===== src/rtl/drive_macros.svh =====
`ifndef DRIVE_MACROS_SVH
`define DRIVE_MACROS_SVH

// Clocks per bus bit
`define DRV_BIT_DIVIDER    8

// Clocks between two command frames
`define DRV_CMD_PERIOD     2000

// Clocks without an accepted status frame before the link reports an error
`define DRV_STATUS_TIMEOUT 6000

`define DRV_STATUS_ID      11'h01E
`define DRV_CMD_ID         11'h00D
`define DRV_STATUS_BYTES   8
`define DRV_CMD_BYTES      4

`endif


===== src/rtl/drive_pkg.sv =====
package drive_pkg;

    // Base format frame as seen by the link, first data byte on the wire in data[63:56]
    typedef struct packed {
        logic [10:0] id;
        logic [3:0]  dlc;
        logic [63:0] data;
    } can_frame_t;

    // Status payload in wire order
    typedef struct packed {
        logic [0:3][7:0] position;   // Least significant byte first
        logic [0:1][7:0] power;      // Least significant byte first
        logic [7:0]      temp;
        logic            traj;
        logic            mot;
        logic            enc;
        logic            ctrl;
        logic [3:0]      state;
    } status_fields_t;

    // Same 64 bits read byte by byte or field by field
    typedef union packed {
        logic [0:7][7:0] bytes;
        status_fields_t  fields;
    } status_payload_u;

    typedef struct packed {
        logic [31:0] position;
        logic [15:0] power;
        logic [7:0]  temp;
        logic [3:0]  state;
        logic        traj;
        logic        mot;
        logic        enc;
        logic        ctrl;
    } drive_status_t;

    // Command payload, byte 0 goes out first
    typedef logic [0:3][7:0] cmd_payload_t;

endpackage


===== src/rtl/can_crc15.sv =====
`timescale 1ns/1ps

module can_crc15 (
    input  logic        clk,
    input  logic        rst_n,
    input  logic        clear,
    input  logic        shift,
    input  logic        bit_in,
    output logic [14:0] crc
);

    logic fb;

    assign fb = crc[14] ^ bit_in;

    // Polynomial x^15 + x^14 + x^10 + x^8 + x^7 + x^4 + x^3 + 1
    always_ff @(posedge clk or negedge rst_n) begin
        if (!rst_n) begin
            crc <= '0;
        end else if (clear) begin
            crc <= '0;
        end else if (shift) begin
            crc <= {crc[13:0], 1'b0} ^ (fb ? 15'h4599 : 15'h0000);
        end
    end

endmodule


===== src/rtl/can_frame_rx.sv =====
`timescale 1ns/1ps
`include "drive_macros.svh"

module can_frame_rx #(
    parameter int DATA_BYTES = 8
) (
    input  logic                  clk,
    input  logic                  rst_n,
    input  logic                  rx,
    output logic                  ack_n,
    output drive_pkg::can_frame_t frame,
    output logic                  valid
);

    localparam int DIV     = `DRV_BIT_DIVIDER;
    localparam int DW      = $clog2(DIV);
    localparam int MAX_CNT = 34 + DATA_BYTES * 8;   // SOF, header, data and CRC bits
    localparam int CW      = $clog2(MAX_CNT + 1);

    typedef enum logic [1:0] {S_IDLE, S_BODY, S_ACK, S_WAIT} state_t;

    state_t          state;
    logic            rx_s;
    logic            rx_d;
    logic [DW-1:0]   div_cnt;
    logic [CW-1:0]   real_cnt;
    logic [CW-1:0]   last_cnt;
    logic [2:0]      run_len;
    logic            last_bit;
    logic [3:0]      idle_cnt;
    logic [17:0]     hdr;
    logic [63:0]     data;
    logic [14:0]     crc;
    logic            fall;
    logic            sample;
    logic            bit_end;
    logic            real_bit;
    logic            sof;
    logic [3:0]      dlc_in;
    logic [3:0]      nbytes;

    assign fall    = rx_d & ~rx_s;
    assign sample  = (div_cnt == DW'(DIV / 2));
    assign bit_end = (div_cnt == DW'(DIV - 1));
    assign sof     = (state == S_IDLE) && fall;

    // A sampled bit that is neither a stuff bit nor the CRC delimiter
    assign real_bit = (state == S_BODY) && sample && (run_len != 3'd5) && (real_cnt != last_cnt);

    assign dlc_in = {hdr[2:0], rx_s};
    assign nbytes = (dlc_in > 4'(DATA_BYTES)) ? 4'(DATA_BYTES) : dlc_in;

    assign frame.id   = hdr[17:7];
    assign frame.dlc  = hdr[3:0];
    assign frame.data = data;

    can_crc15 u_crc (
        .clk    (clk),
        .rst_n  (rst_n),
        .clear  (sof),
        .shift  (real_bit),
        .bit_in (rx_s),
        .crc    (crc)
    );

    always_ff @(posedge clk or negedge rst_n) begin
        if (!rst_n) begin
            rx_s    <= 1'b1;
            rx_d    <= 1'b1;
            div_cnt <= '0;
        end else begin
            rx_s <= rx;
            rx_d <= rx_s;
            if (sof || (state == S_BODY && fall)) begin
                div_cnt <= DW'(1);   // Hard sync on SOF, resync on later edges
            end else begin
                div_cnt <= bit_end ? '0 : div_cnt + 1'b1;
            end
        end
    end

    always_ff @(posedge clk or negedge rst_n) begin
        if (!rst_n) begin
            state    <= S_IDLE;
            valid    <= 1'b0;
            ack_n    <= 1'b1;
            real_cnt <= '0;
            last_cnt <= CW'(MAX_CNT);
            run_len  <= '0;
            last_bit <= 1'b0;
            idle_cnt <= '0;
        end else begin
            valid <= 1'b0;
            case (state)
                S_IDLE: begin
                    if (fall) begin
                        state    <= S_BODY;
                        real_cnt <= '0;
                        last_cnt <= CW'(MAX_CNT);
                        run_len  <= '0;
                        last_bit <= 1'b0;
                    end
                end
                S_BODY: begin
                    if (sample) begin
                        if (real_cnt == '0 && rx_s) begin
                            state <= S_IDLE;   // Glitch, SOF did not hold
                        end else if (run_len == 3'd5) begin
                            if (rx_s == last_bit) begin
                                state    <= S_WAIT;
                                idle_cnt <= '0;
                            end
                            run_len  <= 3'd1;
                            last_bit <= rx_s;
                        end else if (real_cnt == last_cnt) begin
                            // CRC delimiter, the register is zero after a correct CRC
                            if (rx_s && crc == 15'd0) begin
                                valid <= 1'b1;
                                state <= S_ACK;
                            end else begin
                                state    <= S_WAIT;
                                idle_cnt <= '0;
                            end
                        end else begin
                            run_len  <= (rx_s == last_bit) ? run_len + 3'd1 : 3'd1;
                            last_bit <= rx_s;
                            real_cnt <= real_cnt + 1'b1;
                            if (real_cnt == CW'(18)) begin
                                last_cnt <= CW'(34 + 8 * int'(nbytes));
                            end
                        end
                    end
                end
                S_ACK: begin
                    if (bit_end) begin
                        ack_n <= ~ack_n;   // Low for the whole ACK slot
                        if (!ack_n) begin
                            state    <= S_WAIT;
                            idle_cnt <= 4'd4;
                        end
                    end
                end
                S_WAIT: begin
                    // Eleven recessive bits end the wait
                    if (sample) begin
                        if (!rx_s) begin
                            idle_cnt <= '0;
                        end else if (idle_cnt == 4'd10) begin
                            state <= S_IDLE;
                        end else begin
                            idle_cnt <= idle_cnt + 4'd1;
                        end
                    end
                end
                default: state <= S_IDLE;
            endcase
        end
    end

    always_ff @(posedge clk) begin
        if (sof) begin
            data <= '0;
        end else if (real_bit) begin
            if (real_cnt < CW'(19)) begin
                hdr <= {hdr[16:0], rx_s};   // SOF falls off the top
            end else if (real_cnt < last_cnt - CW'(15)) begin
                data <= {data[62:0], rx_s};
            end
        end
    end

endmodule


===== src/rtl/can_frame_tx.sv =====
`timescale 1ns/1ps
`include "drive_macros.svh"

module can_frame_tx #(
    parameter int DATA_BYTES = 4
) (
    input  logic                    clk,
    input  logic                    rst_n,
    input  logic [10:0]             id,
    input  logic [DATA_BYTES*8-1:0] tx_data,
    input  logic                    start,
    output logic                    busy,
    output logic                    tx
);

    localparam int DIV       = `DRV_BIT_DIVIDER;
    localparam int DW        = $clog2(DIV);
    localparam int P         = 18 + DATA_BYTES * 8;   // Bits between SOF and CRC
    localparam int NREAL     = P + 15;
    localparam int CW        = $clog2(NREAL + 1);
    localparam int TAIL_BITS = 10;

    typedef enum logic [1:0] {S_IDLE, S_BODY, S_TAIL} state_t;

    state_t        state;
    logic [DW-1:0] div_cnt;
    logic [CW-1:0] real_cnt;
    logic [2:0]    run_len;
    logic [3:0]    tail_cnt;
    logic [P-1:0]  sr;
    logic [14:0]   crc;
    logic          load;
    logic          bit_end;
    logic          next_bit;
    logic          crc_shift;

    assign load    = (state == S_IDLE) && start;
    assign bit_end = (div_cnt == DW'(DIV - 1));

    // Header and data from the shift register, then the CRC MSB first
    assign next_bit  = (real_cnt < CW'(P)) ? sr[P-1] : crc[4'(P + 14 - int'(real_cnt))];
    assign crc_shift = (state == S_BODY) && bit_end && (run_len != 3'd5) && (real_cnt < CW'(P));

    can_crc15 u_crc (
        .clk    (clk),
        .rst_n  (rst_n),
        .clear  (load),
        .shift  (crc_shift),
        .bit_in (next_bit),
        .crc    (crc)
    );

    always_ff @(posedge clk or negedge rst_n) begin
        if (!rst_n) begin
            state    <= S_IDLE;
            busy     <= 1'b0;
            tx       <= 1'b1;
            div_cnt  <= '0;
            real_cnt <= '0;
            run_len  <= '0;
            tail_cnt <= '0;
        end else begin
            case (state)
                S_IDLE: begin
                    if (start) begin
                        state    <= S_BODY;
                        busy     <= 1'b1;
                        tx       <= 1'b0;   // SOF
                        div_cnt  <= '0;
                        real_cnt <= '0;
                        run_len  <= 3'd1;
                    end
                end
                S_BODY: begin
                    div_cnt <= bit_end ? '0 : div_cnt + 1'b1;
                    if (bit_end) begin
                        if (run_len == 3'd5) begin
                            tx      <= ~tx;   // Stuff bit
                            run_len <= 3'd1;
                        end else if (real_cnt == CW'(NREAL)) begin
                            state    <= S_TAIL;
                            tx       <= 1'b1;
                            tail_cnt <= '0;
                        end else begin
                            tx       <= next_bit;
                            run_len  <= (next_bit == tx) ? run_len + 3'd1 : 3'd1;
                            real_cnt <= real_cnt + 1'b1;
                        end
                    end
                end
                S_TAIL: begin
                    // CRC delimiter, ACK slot left recessive, ACK delimiter and EOF
                    div_cnt <= bit_end ? '0 : div_cnt + 1'b1;
                    if (bit_end) begin
                        tail_cnt <= tail_cnt + 4'd1;
                        if (tail_cnt == 4'(TAIL_BITS - 1)) begin
                            state <= S_IDLE;
                            busy  <= 1'b0;
                        end
                    end
                end
                default: state <= S_IDLE;
            endcase
        end
    end

    // RTR, IDE and r0 are all dominant in a base data frame
    always_ff @(posedge clk) begin
        if (load) begin
            sr <= {id, 3'b000, 4'(DATA_BYTES), tx_data};
        end else if (crc_shift) begin
            sr <= {sr[P-2:0], 1'b0};
        end
    end

endmodule


===== src/rtl/drive_link.sv =====
`timescale 1ns/1ps
`include "drive_macros.svh"

module drive_link (
    input  logic                     clk,
    input  logic                     rst_n,
    input  logic                     sync,
    input  logic                     enable,
    input  logic [31:0]              velocity,
    input  logic                     rx,
    output logic                     tx,
    output drive_pkg::drive_status_t status,
    output logic                     error
);

    localparam int CMD_W = $clog2(`DRV_CMD_PERIOD + 1);
    localparam int WD_W  = $clog2(`DRV_STATUS_TIMEOUT + 1);

    logic                       rx_ack_n;
    logic                       tx_line;
    drive_pkg::can_frame_t      rx_frame;
    logic                       rx_valid;
    drive_pkg::status_payload_u payload;
    logic                       status_hit;
    logic [WD_W-1:0]            wd_cnt;
    logic [CMD_W-1:0]           cmd_cnt;
    logic                       cmd_event;
    logic                       tx_start;
    logic                       tx_busy;
    drive_pkg::cmd_payload_t    cmd_next;
    drive_pkg::cmd_payload_t    cmd_data;

    assign tx = tx_line & rx_ack_n;   // Wired-AND of the two open-drain drivers

    assign cmd_event = (cmd_cnt == '0) || sync;

    always_comb begin
        for (int i = 0; i < `DRV_CMD_BYTES; i++) begin
            cmd_next[i] = enable ? velocity[8*i +: 8] : 8'h00;
        end
    end

    always_ff @(posedge clk or negedge rst_n) begin
        if (!rst_n) begin
            cmd_cnt  <= CMD_W'(`DRV_CMD_PERIOD);
            tx_start <= 1'b0;
        end else begin
            tx_start <= 1'b0;
            if (cmd_event) begin
                cmd_cnt <= CMD_W'(`DRV_CMD_PERIOD);
                // No retry when the transmitter is still sending the last frame
                tx_start <= !tx_busy && !tx_start;
            end else begin
                cmd_cnt <= cmd_cnt - 1'b1;
            end
        end
    end

    always_ff @(posedge clk) begin
        if (cmd_event) begin
            cmd_data <= cmd_next;
        end
    end

    assign payload    = rx_frame.data;
    assign status_hit = rx_valid && (rx_frame.id == `DRV_STATUS_ID) &&
                        (rx_frame.dlc == 4'(`DRV_STATUS_BYTES));

    always_ff @(posedge clk or negedge rst_n) begin
        if (!rst_n) begin
            status <= '0;
            error  <= 1'b0;
            wd_cnt <= WD_W'(`DRV_STATUS_TIMEOUT);
        end else if (status_hit) begin
            status.position <= {payload.bytes[3], payload.bytes[2],
                                payload.bytes[1], payload.bytes[0]};
            status.power    <= {payload.bytes[5], payload.bytes[4]};
            status.temp     <= payload.fields.temp;
            status.state    <= payload.fields.state;
            status.traj     <= payload.fields.traj;
            status.mot      <= payload.fields.mot;
            status.enc      <= payload.fields.enc;
            status.ctrl     <= payload.fields.ctrl;
            error  <= payload.fields.mot | payload.fields.enc | payload.fields.ctrl;
            wd_cnt <= WD_W'(`DRV_STATUS_TIMEOUT);
        end else if (wd_cnt == '0) begin
            error        <= 1'b1;   // Drive went silent
            status.state <= '0;
        end else begin
            wd_cnt <= wd_cnt - 1'b1;
        end
    end

    can_frame_rx #(
        .DATA_BYTES (`DRV_STATUS_BYTES)
    ) u_rx (
        .clk   (clk),
        .rst_n (rst_n),
        .rx    (rx),
        .ack_n (rx_ack_n),
        .frame (rx_frame),
        .valid (rx_valid)
    );

    can_frame_tx #(
        .DATA_BYTES (`DRV_CMD_BYTES)
    ) u_tx (
        .clk     (clk),
        .rst_n   (rst_n),
        .id      (`DRV_CMD_ID),
        .tx_data (cmd_data),
        .start   (tx_start),
        .busy    (tx_busy),
        .tx      (tx_line)
    );

endmodule


===== src/rtl/drive_node_top.sv =====
`timescale 1ns/1ps
`include "drive_macros.svh"

module drive_node_top (
    input  logic                     clk,
    input  logic                     rst_n,
    input  logic                     sync,
    input  logic                     enable,
    input  logic [31:0]              velocity,
    input  logic                     rx,
    output logic                     tx,
    output drive_pkg::drive_status_t status,
    output logic                     error
);

    drive_link u_drive_link (
        .clk      (clk),
        .rst_n    (rst_n),
        .sync     (sync),
        .enable   (enable),
        .velocity (velocity),
        .rx       (rx),
        .tx       (tx),
        .status   (status),
        .error    (error)
    );

endmodule


===== config.mk =====
export PLATFORM = sky130hd
export DESIGN_NAME = drive_node_top
export DESIGN_NICKNAME = d
export VERILOG_FILES = /design/src/rtl/drive_pkg.sv /design/src/rtl/can_crc15.sv /design/src/rtl/can_frame_rx.sv /design/src/rtl/can_frame_tx.sv /design/src/rtl/drive_link.sv /design/src/rtl/drive_node_top.sv
export VERILOG_INCLUDE_DIRS = /design/src /design/src/rtl
export SDC_FILE = /design/constraint.sdc
export NUM_CORES = 1
export LEC_CHECK = 0
export CORE_MARGIN = 2
export CORE_UTILIZATION = 50
export CTS_CLUSTER_DIAMETER = 50
export DETAILED_ROUTE_END_ITERATION = 12
export DONT_BUFFER_PORTS = 1
export PLACE_DENSITY_LB_ADDON = 0.08
export SETUP_SLACK_MARGIN = 0.5
export SYNTH_ARGS = -nofsm -noshare
export SYNTH_HDL_FRONTEND = slang
export SYNTH_HIERARCHICAL = 1
export SYNTH_SLANG_ARGS = --single-unit

===== constraint.sdc =====
create_clock -name clk -period 3.6 [get_ports clk]
set_input_delay 0.18 -clock clk [delete_from_list [all_inputs] [get_ports clk]]
set_output_delay 0.18 -clock clk [all_outputs]
set_load 0.03 [all_outputs]

==> results of run 1 <==
[registers in the layout, indices dropped and copies added (netlist names), 7 cells and up, named ones only]
register,flops
u_drive_link/status,64
u_drive_link/u_tx/real_cnt,7
u_drive_link/cmd_cnt,11
u_drive_link/u_tx/u_crc/crc,15
u_drive_link/u_tx/sr,50
u_drive_link/wd_cnt,13
u_drive_link/cmd_data,32
u_drive_link/u_rx/u_crc/crc,15
u_drive_link/u_rx/real_cnt,7
u_drive_link/u_rx/data,64
u_drive_link/u_rx/hdr,18
[worst paths after layout]
| kind | end | slack, ns | cells after the start |
|---|---|---|---|
| worst max-delay path | u_drive_link/u_tx/u_crc/crc[10]$_DFFE_PN0P_ | 0.67 | 9 |
| worst min-delay path | u_drive_link/status[27]$_DFFE_PN0P_ | -0.64 | 0 |
| worst max register to register | u_drive_link/u_tx/u_crc/crc[10]$_DFFE_PN0P_ | 0.67 | 9 |
| worst min register to register | u_drive_link/u_rx/hdr[7]$_DFFE_PP_ | 0.43 | 0 |
| max in group asynchronous | u_drive_link/wd_cnt[10]$_DFFE_PN1P_ | 3.91 | 0 |
| min in group clk | u_drive_link/u_rx/rx_s$_DFF_PN1_ | 0.21 | 1 |
[cell usage in the layout, fill, tap and decap left out, types with 5 or more instances in the layout]
cell type / netlist / final
buf_4: 18 / 7
edfxtp_1: 93 / 93
xor2_1: 12 / 12
clkbuf_16: 0 / 41
and3_1: 8 / 8
nand3_1: 28 / 28
clkinv_2: 0 / 6
or3_1: 6 / 6
nand4b_1: 13 / 13
inv_1: 45 / 45
xnor2_1: 15 / 14
dfxtp_1: 71 / 71
dfstp_2: 19 / 19
a211oi_1: 6 / 6
nor4_1: 11 / 11
dlygate4sd3_1: 0 / 36
nor3_1: 18 / 16
mux2_1: 5 / 5
and2_1: 36 / 36
nor2_1: 136 / 136
ha_1: 30 / 30
dfrtp_1: 150 / 149
mux2i_1: 88 / 88
nor2b_1: 6 / 6
nand2b_1: 9 / 9
o311ai_0: 12 / 12
a22o_1: 7 / 7
nand4_1: 6 / 6
a21oi_1: 34 / 34
o21ai_0: 65 / 65
clkbuf_1: 36 / 12
conb_1: 2 / 11
nand2_1: 320 / 319
[stage by stage]
stage                     worst slack, ns  utilization [%]  hold WS [ns]
after floorplan                     0.605                -        -0.116
after global placement              0.702             51.5        -0.110
after detailed placement            0.578             51.5        -0.104
after CTS                           0.559             57.2        -0.663
after global routing                0.522             57.3        -0.663
final                               0.673             57.3        -0.638
[logic make-up (layout without fill, tap and decap cells)]
| group | Yosys count | after routing | synth area share, % |
|---|---|---|---|
| buffers and inverters | 128 | 165 | 4.76 |
| other | 2 | 11 | 0.0508 |
| XOR/XNOR | 27 | 27 | 1.60 |
| AO/OA/AOI/OAI | 173 | 173 | 7.57 |
| AND/OR/NAND/NOR | 626 | 626 | 19.2 |
| adder cells (fa/ha/maj) | 30 | 30 | 2.54 |
| flip-flops | 333 | 333 | 57.3 |
| multiplexers | 99 | 99 | 7.02 |
[worst max-delay path, cell delays in order, from the launching register on]
cell	delay, ns
dfrtp_2	0.50
inv_1	0.08
ha_1	0.40
mux4_2	0.33
a221o_1	0.43
nand3b_1	0.14
nand2_1	0.15
xor2_1	0.46
nand3_1	0.14
o311ai_0	0.16
[routing by layer]
| metal | vias up | global-route usage, % |
|---|---|---|
| met5 | - | 0 |
| met1 | 4659 | 24.8 |
| met2 | 164 | 29.8 |
| met4 | 0 | 5.79 |
| li1 | 4857 | - |
| met3 | 49 | 2.97 |
[what timing repair did]
action                                 4_1_cts  5_1_grt
resized for setup                            0        2
setup endpoints to repair                    0        6
endpoints found under the hold margin      208      169
[final cells by class]
cell class	count	area (um^2)
timing repair buffer	46	473
sequential	333	8470
clock buffer	54	1080
multi-input combinational	966	5690
inverter	47	176
tap	384	480
clock inverter	18	204
fill	2492	12400
[power groups by stage]
stage               Clock (W)  Combinational, W  Sequential [W]
global placement            0          0.000734         0.00436
CTS                   0.00405          0.000790         0.00430
global route          0.00420          0.000903         0.00433
floorplan                   0          0.000653         0.00430
finish                0.00392          0.000781         0.00430
detailed placement          0          0.000749         0.00437
==> metrics.txt, run 1 <==
top cells by count, synth=320 x nand2_1, 150 x dfrtp_1, 136 x nor2_1, 93 x edfxtp_1, 88 x mux2i_1; synth top area cells=dfrtp_1 25%, edfxtp_1 19%, dfxtp_1 9.6%; Die W=between 150 and 200 um; WP data required=around 4.0 ns; post-route clock period utilization=slightly above 80%; warnings from Yosys=6; Worst-Skew Late Latency=0.52 ns; Detailed Route WL=roughly 27,000 um; routed wl met2=approximately 13,000 um; Final Hold Fails=roughly 170; vias in the first global route=9,535; initial core utilization=~51%; area share of the largest cell type after synthesis=25.4%; DRC=0; largest net degree at the start of global routing=170; placed inst area=14,900 um^2; Reg clk slew, reported paths=roughly 0.060 ns; CTS tree=yes; floorplan core area=around 29,000 um^2; async set-or-reset flop fraction in the synthesized netlist=about 50%; cell accounting for the most synthesized area=dfrtp_1; clock power share=between 40 and 50%; Final Total Pwr=approximately 0.009 W; RePlAce Congestion=about 0.80; clock root cell=clkbuf_16; Pint=between 0.006 and 0.007 W; outcome=finished, violations left; arrival time worst endpoint=between 3 and 4 ns; Non-Filler Instances=~1,800; max cap viols=0; crit end category=flop; Final TNS setup=0 ns; VDD IR max=between 0.4 and 0.5 mV; H-tree depth=2; final net count=around 1,500; Metal-1 WL=~13,000 um; number of diodes=0; clk_skew=around 0.014 ns; switching share of total power=around a quarter; most common cell in the synthesized netlist=nand2_1; first-pass GRT wire length=between 40,000 and 50,000 um; Via Count=about 9,700; placed cells=about 1,700; CP Launch Type=flop; initial antenna violation count=0; fin area=approximately 17,000 um^2; Max transition margin=roughly 35%; critical path peak fanout=13; Hold Path Class=primary input to async pin; dpl hpwl=between 15,000 and 20,000 um; Vias per Instance=about 5.3; # clock sinks=about 330; Port Buffers=0; TritonCTS Buffers=40; crit path launch=u_drive_link/u_tx/real_cnt[0]$_DFFE_PN0P_; violated checks=negative hold slack; DR WL met3=roughly 1100 um; Net Sw Power=between 0.002 and 0.0025 W; Mapped Area=14,800 um^2; Slew @ Worst Pin=~0.96 ns; antenna-violating nets left=0; Comb power frac=8.7%; DRT Pass-1 Iters=4; Rows=62; # Post-CTS Setup Buffers=0; cts hold-fix bufs=36; total global routing overflow=0; Die H=about 180 um; sequential element share of the synthesized area=57.3%; static leakage power=~7 nW; CP Class=flop to flop; Final Max Tran Viols=0; die area=between 30,000 and 40,000 um^2; Area growth syn-to-layout=12.1%; number of flops mapped to enable cells by yosys=between 90 and 100; IO Count=between 100 and 150; Mapped Avg Cell Area=10.4 um^2; setup violators final=0; share of cells above drive strength 1=between 7 and 8%; hold_ws=-0.638 ns; uppermost layer routed=met4; Final Critical Period=about 2.9 ns; f_max=approximately 0.34 GHz; drt initial violations=around 560; PD cells=543 nW/um^2; ys flop type=dfrtp_1; Reg power frac=a little under half; drt wl/cell=14.9 um; flops & latches, synth=between 300 and 400; unrepaired setup endpoints after global routing=no; clock tree buffer depth=3; Gate Count Post-Synth=between 1,000 and 1,500; post-synthesis cell type count=80; gr usage total=between 10% and 20%; Worst R2R Start=u_drive_link/u_tx/real_cnt[0]$_DFFE_PN0P_
No activity file was read; power rests on OpenSTA's default activity.
==> inputs of run 2 (changes only) <==
--- a/config.mk
+++ b/config.mk
@@ -6,6 +6,7 @@
 export SDC_FILE = /design/constraint.sdc
 export NUM_CORES = 1
 export LEC_CHECK = 0
+export ABC_AREA = 1
 export CORE_MARGIN = 2
 export CORE_UTILIZATION = 50
 export CTS_CLUSTER_DIAMETER = 50
==> constraint.sdc (replaced) <==
create_clock -name clk -period 2.9 [get_ports clk]
set_input_delay 0.145 -clock clk [delete_from_list [all_inputs] [get_ports clk]]
set_output_delay 0.145 -clock clk [all_outputs]
set_load 0.03 [all_outputs]
==> run 2 against run 1 <==
Compared with the run above:
- the flow still finishes with violations (negative hold slack)
- flip-flop and latch count stayed put
- sequential power is 30% higher
- non-clock buffer count up 23
- fmax increased by 26%
- via count is 20% higher
- worst setup slack lost 0.099 ns
- combinational power grew to 3.2 times the previous value
- cell area rose by 7.6%
- sequential share of layout area down 3.6 points
- largest power group unchanged
==> metrics.txt, run 2 <==
hold_ws=-0.652 ns (-0.0140 ns); Hold Path Class=primary input to async pin; Non-Filler Instances=2,295 (+24%); initial core utilization=50.8% (-0.25 points); total global routing overflow=0 (unchanged); clock power share=38.2% (-5.4 points); Die H=180 um (+2.5%); slack of the critical path=0.574 ns (-0.0986 ns); drt wl/cell=14.5 um (-2.1%); Vias per Instance=5.10 (-3.2%); die area=32,500 um^2 (+5.1%); Port Buffers=0 (unchanged); post-synthesis cell type count=53 (-34%); synth top area cells=dfrtp_1 24%, edfxtp_1 18%, nor2_1 9.8%; H-tree depth=2 (unchanged); floorplan core area=30,600 um^2 (+5.7%); Reg clk slew, reported paths=0.06 ns (about the same); adder-cell share of the synthesized area=2.41% (-0.13 points); GR Util met2=31.9% (+2.1 points); clock tree buffer depth=3 (unchanged); Synth Area in Simple Gates=30.8% (+12 points); largest family of logic cells by synthesized area=simple AND/OR/NAND/NOR gates; share of cells above drive strength 1=10.1% (+2.1 points); largest net degree at the start of global routing=170 (unchanged); drt initial violations=836 (+50%); # clock sinks=333 (unchanged); Final Max Tran Viols=0 (unchanged); clk_skew=0.0190 ns (+0.00545 ns); clock root cell=clkbuf_16; complex-gate fraction of the synthesized area=3.60% (-4.0 points); commonest non-fill, non-tap cell in the layout=nor2_1; multiplexer area fraction after synthesis=0.0644% (-7.0 points); Slew @ Worst Pin=1.23 ns (+0.271 ns); Rows=64 (+3.2%); Pint=0.00925 W (+35%); Detailed Route WL=33,400 um (+22%); number of flops mapped to enable cells by yosys=93 (unchanged); flops & latches, synth=333 (unchanged); violated checks=negative hold slack; Comb power frac=19.2% (+11 points); setup violators final=0 (unchanged); Reg power frac=42.6% (-5.2 points); Mapped Area=15,600 um^2 (+5.2%); outcome=finished, violations left; most common cell in the synthesized netlist=nor2_1; async set-or-reset flop fraction in the synthesized netlist=50.8% (unchanged); DRT Pass-1 Iters=5 (+1); placed cells=2,174 (+25%); DRC=0 (unchanged); max cap viols=0 (unchanged); ys flop type=dfrtp_1; CTS tree=yes; PD cells=733 nW/um^2 (+35%); static leakage power=8.88 nW (+26%); CP Launch Type=flop; antenna-violating nets left=0 (unchanged); Final Critical Period=2.33 ns (-0.601 ns); initial antenna violation count=1 (+1); WP data required=3.35 ns (-0.62 ns); VDD IR max=0.579 mV (+28%); top cells by count, synth=408 x nor2_1, 405 x nand2_1, 164 x inv_1, 155 x nand3_1, 150 x dfrtp_1; dpl hpwl=20,100 um (+22%); met1 usage=28.3% (+3.5 points); Area growth syn-to-layout=14.6%; gr busiest metal=met2; gr usage total=19.9% (+1.8 points); cell accounting for the most synthesized area=dfrtp_1; Gate Count Post-Synth=1,828 (+29%); fill count=2,719 (+9.1%); Die W=180 um (+2.5%); TritonCTS Buffers=39 (-2.5%); Max transition margin=17.5% (-18 points); critical path peak fanout=6 (-7); top flop regs=u_drive_link/status x64, u_drive_link/u_rx/data x64, u_drive_link/u_tx/sr x50; unrepaired setup endpoints after global routing=yes; arrival time worst endpoint=2.78 ns (-0.52 ns); final net count=1,935 (+29%); sequential element share of the synthesized area=54.4% (-2.8 points); xor-xnor portion of the synthesized cell area=0.845% (-0.75 points); Worst-Skew Late Latency=0.52 ns (about the same); cts hold-fix bufs=35 (-2.8%); most frequent cells in the layout=405 x nor2_1, 402 x nand2_1, 164 x inv_1; Via Count=11,700 (+20%); RePlAce Congestion=0.804 (+0.14%); IO Count=103 (unchanged); switching share of total power=29.3% (+5.6 points); Final TNS setup=0 ns (unchanged); met3 GRT Util=2.81% (-0.16 points); vias in the first global route=11,300 (+18%); f_max=0.430 GHz (+26%); Post-Place Setup Slack=0.493 ns (-0.0853 ns); area share of the largest cell type after synthesis=24.1% (-1.3 points); CP Class=flop to flop; crit end category=flop; Net Sw Power=0.00382 W (+79%); Final Hold Fails=169 (unchanged); first-pass GRT wire length=54,700 um (+17%); Mapped Avg Cell Area=8.51 um^2 (-18%); post-route clock period utilization=80.2% (-1.1 points); warnings from Yosys=6 (unchanged)
## run 2: cell types whose count changed in the layout (fill, tap and decap cells not counted), sizes merged, moves of 14 or more
| cell | change |
|---|---|
| a21oi | -14 |
| and2 | -35 |
| buf | +18 |
| inv | +127 |
| mux2i | -87 |
| nand2 | +96 |
| nand3 | +132 |
| nand3b | +67 |
| nor2 | +282 |
| nor4 | -14 |
| o21ai | -20 |
## run 2: metal layers
metal  wire, um  vias to the layer above
met1      16100                     5522
met2      15100                      248
met5          0                        -
li1           -                     5878
met4        719                        0
met3       1410                       52
## run 2: cell families (layout without fill, tap and decap cells)
| kind of cell | after synthesis | count (layout) |
|---|---|---|
| mux | 1 | 1 |
| compound gates | 92 | 92 |
| buf+inv | 259 | 319 |
| xor+xnor | 15 | 15 |
| other cells | 2 | 12 |
| simple gates | 1096 | 1097 |
| fa+ha+maj | 30 | 30 |
| flops | 333 | 333 |
## run 2: through the flow
stage,hold slack (ns),total power (W),utilization (%),cell area [um^2]
6_report,-0.652,0.0131,58.3,17800
5_1_grt,-0.679,0.0138,58.3,17800
4_1_cts,-0.682,0.0131,57.2,17500
3_5_place_dp,-0.132,0.00806,51.7,15800
3_3_place_gp,-0.132,0.00800,51.7,15800
2_1_floorplan,-0.151,0.00751,-,15600
## run 2: final timing paths
kind | endpoint | depth (start not counted) | slack [ns] | start
hold / removal | u_drive_link/u_tx/div_cnt[1]$_DFFE_PN0P_ | 0 | -0.65 | rst_n
min in group clk | u_drive_link/cmd_cnt[5]$_DFF_PN0_ | 2 | 0.15 | sync
setup / recovery | u_drive_link/u_rx/data[51]$_SDFFE_PP0P_ | 11 | 0.57 | u_drive_link/u_rx/last_cnt[5]$_DFFE_PN1P_
setup reg to reg | u_drive_link/u_rx/data[51]$_SDFFE_PP0P_ | 11 | 0.57 | u_drive_link/u_rx/last_cnt[5]$_DFFE_PN1P_
hold reg to reg | u_drive_link/cmd_cnt[0]$_DFF_PN0_ | 1 | 0.42 | u_drive_link/cmd_cnt[0]$_DFF_PN0_
max in group asynchronous | u_drive_link/u_rx/real_cnt[0]$_DFFE_PN0P_ | 0 | 2.99 | rst_n
## run 2: critical path, cell delays in order (launching register included)
cell       delay [ns]
dfstp_2          0.54
inv_1            0.06
ha_2             0.17
xnor2_1          0.12
ha_1             0.33
a21oi_2          0.16
o21ai_2          0.09
nor2_4           0.17
and2_4           0.30
clkbuf_16        0.18
nor2_1           0.04
nor2_1           0.10
## run 2: power groups by stage
stage / registers [W] / logic, W / clock network (W)
2_1_floorplan: 0.00557 / 0.00194 / 0
3_3_place_gp: 0.00564 / 0.00236 / 0
3_5_place_dp: 0.00565 / 0.00241 / 0
4_1_cts: 0.00556 / 0.00246 / 0.00512
5_1_grt: 0.00562 / 0.00289 / 0.00532
6_report: 0.00557 / 0.00251 / 0.00499
## run 2: repair_timing
action,CTS,global route
buffers inserted,0,1
resized for setup,1,29
pin swaps,0,7
gates cloned,0,13
setup endpoints to repair,32,109
hold endpoints to repair,209,169
## run 2: final cells by class
type	count	area [um^2]	area share, %
clock inverters	14	161	0.905
diodes	1	2.50	0.0140
well taps	396	495	2.78
inverters	179	686	3.85
flip-flops and latches	333	8470	47.5
repair buffers	69	847	4.75
multi-input cells	1246	5990	33.6
clock buffers	57	1180	6.61
==> inputs of run 3 (changes only) <==
==> constraint.sdc (replaced) <==
create_clock -name clk -period 1.9 [get_ports clk]
set_input_delay 0.095 -clock clk [delete_from_list [all_inputs] [get_ports clk]]
set_output_delay 0.095 -clock clk [all_outputs]
set_load 0.03 [all_outputs]
==> run 3 against run 2 <==
Compared with the run above:
- the flow finishes with violations (negative hold slack, negative setup slack)
- sequential share of layout area shrank 7.9 points
- clock power up 53%
- total power increased by 71%
- global-route usage grew 1.2 points
- sequential power increased by 53%
- clock skew down 0.0025 ns
- die area unchanged
- via count grew 8.0%
- largest cell class unchanged
==> metrics.txt, run 3 (same netlist as run 2, synthesis figures left out) <==
Rows=64 (unchanged); max cap viols=0 (unchanged); slowest CP cell=dfstp_2; crit end category=flop; # clock sinks=333 (unchanged); Worst R2R Path Depth=11 (unchanged); post-route clock period utilization=119% (+39 points); IO Count=103 (unchanged); largest net degree at the start of global routing=170 (unchanged); VDD IR max=1.00 mV (+73%); slack of the critical path=-0.368 ns (-0.942 ns); unrepaired setup endpoints after global routing=yes; Final TNS setup=-20.74 ns (-20.74 ns); cts hold-fix bufs=35 (unchanged); Slew @ Worst Pin=1.13 ns (-0.0985 ns); f_max=0.441 GHz (+2.6%); DRC=0 (unchanged); cell chain of the critical path=inv_2 -> ha_4 -> xnor2_2 -> ha_1 -> a21oi_2 -> o21ai_2 -> nor2_4 -> and2_4 -> clkbuf_16 -> nor2_1 -> nor2_1; Via Count=12,600 (+8.0%); Hold Path Class=primary input to async pin; Detailed Route WL=40,500 um (+21%); first-pass GRT wire length=58,000 um (+6.1%); total global routing overflow=0 (unchanged); drt initial violations=679 (-19%); Die H=180 um (unchanged); RR Endpoint=u_drive_link/u_rx/data[50]$_SDFFE_PP0P_; clock tree buffer depth=3 (unchanged); RePlAce Congestion=0.793 (-1.4%); Layout Utilization=69.9% (+12 points); vias in the first global route=11,900 (+5.7%); antenna-violating nets left=0 (unchanged); number of diodes=0 (-1); PD cells=1040 nW/um^2 (+42%); CP Depth=11 (unchanged); outcome=finished, violations left; Die W=180 um (unchanged); Slowest Stage Delay on Critical Path=0.54 ns (about the same); CP Launch Type=flop; Max transition margin=24.1% (+6.6 points); Post-Place Setup Slack=-0.324 ns (-0.817 ns); most frequent cells in the layout=340 x nand2_1, 328 x nor2_1, 149 x dfrtp_1; setup violators final=96 (+96); Worst R2R Start=u_drive_link/u_rx/last_cnt[5]$_DFFE_PN1P_; buffers plus inverters on the worst setup path=2 (unchanged); Top cell by count, worst path=nor2_1; commonest non-fill, non-tap cell in the layout=nand2_1; Final Max Tran Viols=0 (unchanged); dpl hpwl=20,900 um (+4.3%); Non-Filler Instances=2,435 (+6.1%); top flop regs=u_drive_link/status x64, u_drive_link/u_rx/data x64, u_drive_link/u_tx/sr x50; violated checks=negative hold slack, negative setup slack; fill count=2,323 (-15%); Worst-Skew Late Latency=0.53 ns (about the same); Top Family by Delay on Critical Path=simple AND/OR/NAND/NOR gates; static leakage power=10.2 nW (+14%); Port Buffers=0 (unchanged); hold_ws=-0.725 ns (-0.0731 ns); drt wl/cell=16.6 um (+14%); Area growth syn-to-layout=37.5%; TritonCTS Buffers=39 (unchanged); die area=32,500 um^2 (unchanged); H-tree depth=2 (unchanged); Vias per Instance=5.19 (+1.8%); placed cells=2,224 (+2.3%); gr usage total=21.1% (+1.2 points); DRT Pass-1 Iters=7 (+2); CTS tree=yes; clock root cell=clkbuf_16; Final Critical Period=2.27 ns (-0.0581 ns); clk_skew=0.0165 ns (-0.00249 ns); initial core utilization=50.8% (unchanged); share of cells above drive strength 1=31.0% (+21 points); FF-to-FF setup slack=-0.37 ns (-0.94 ns); arrival time worst endpoint=2.73 ns (-0.05 ns); WP data required=2.36 ns (-0.99 ns); critical path peak fanout=6 (unchanged); initial antenna violation count=0 (-1); floorplan core area=30,600 um^2 (unchanged); final net count=2,075 (+7.2%); CP Class=flop to flop; Reg clk slew, reported paths=0.06 ns (about the same); Final Hold Fails=169 (unchanged)
run 3: changes by cell type in the layout (fill, tap and decap cells not counted), moves of 23 or more:
cell / delta
nor2_2: +35
buf_6: +30
inv_1: -27
nand3_1: -84
nand2_2: +40
nor2_1: -77
buf_4: +58
nor2_4: +42
nand3_2: +71
nand2_1: -62
o21ai_0: -23
run 3: area by class of cell:
class	count	area, um^2	area share, %
tap	396	495	2.32
clock inverter	20	191	0.895
sequential	333	8470	39.6
timing repair buffer	195	2490	11.6
timing repair inverter	4	41.3	0.193
multi-input combinational	1256	7790	36.4
inverter	179	768	3.59
clock buffer	52	1150	5.37
run 3: worst max path at each step:
stage                                                   start                                 endpoint
floorplan           u_drive_link/u_rx/last_cnt[5]$_DFFE_PN1P_   u_drive_link/u_rx/data[4]$_SDFFE_PP0P_
global placement    u_drive_link/u_rx/last_cnt[5]$_DFFE_PN1P_  u_drive_link/u_rx/data[39]$_SDFFE_PP0P_
detailed placement  u_drive_link/u_rx/last_cnt[5]$_DFFE_PN1P_  u_drive_link/u_rx/data[21]$_SDFFE_PP0P_
CTS                 u_drive_link/u_rx/last_cnt[5]$_DFFE_PN1P_  u_drive_link/u_rx/data[21]$_SDFFE_PP0P_
global route        u_drive_link/u_rx/last_cnt[5]$_DFFE_PN1P_  u_drive_link/u_rx/data[50]$_SDFFE_PP0P_
finish              u_drive_link/u_rx/last_cnt[5]$_DFFE_PN1P_  u_drive_link/u_rx/data[50]$_SDFFE_PP0P_
run 3: power by group:
part	internal (W)	switching, W	total [W]
Clock	0.00457	0.00307	0.00764
Sequential	0.00807	0.000440	0.00851
Combinational	0.00254	0.00361	0.00615
run 3: what timing repair did:
action | 4_1_cts | 5_1_grt
gates resized for setup | 48 | 359
endpoints found under the setup margin | 363 | 369
cloned | 8 | 42
pin swaps | 65 | 141
endpoints found under the hold margin | 220 | 169
setup buffers | 14 | 40
run 3: routing by layer:
layer / part of all wire [%] / global-route usage, %
met1: 43 / 27.6
met2: 51 / 36.5
met3: 4.4 / 3.84
met4: 2.1 / 5.10
met5: 0 / 0
run 3: metrics by stage:
stage / hold slack (ns) / area [um^2] / total power (W)
3_3_place_gp: -0.192 / 16800 / 0.0130
4_1_cts: -0.743 / 19000 / 0.0211
6_report: -0.725 / 21400 / 0.0223
5_1_grt: -0.744 / 21400 / 0.0235
2_1_floorplan: -0.201 / 16300 / 0.0119
3_5_place_dp: -0.190 / 16800 / 0.0131
run 3: worst reg2reg max path, delay by kind of cell (launching register included):
| kind | cells | cell delay [ns] |
|---|---|---|
| fa+ha+maj | 2 | 0.47 |
| simple gates | 4 | 0.59 |
| flops | 1 | 0.54 |
| buf+inv | 2 | 0.24 |
| xor+xnor | 1 | 0.13 |
| compound gates | 2 | 0.24 |
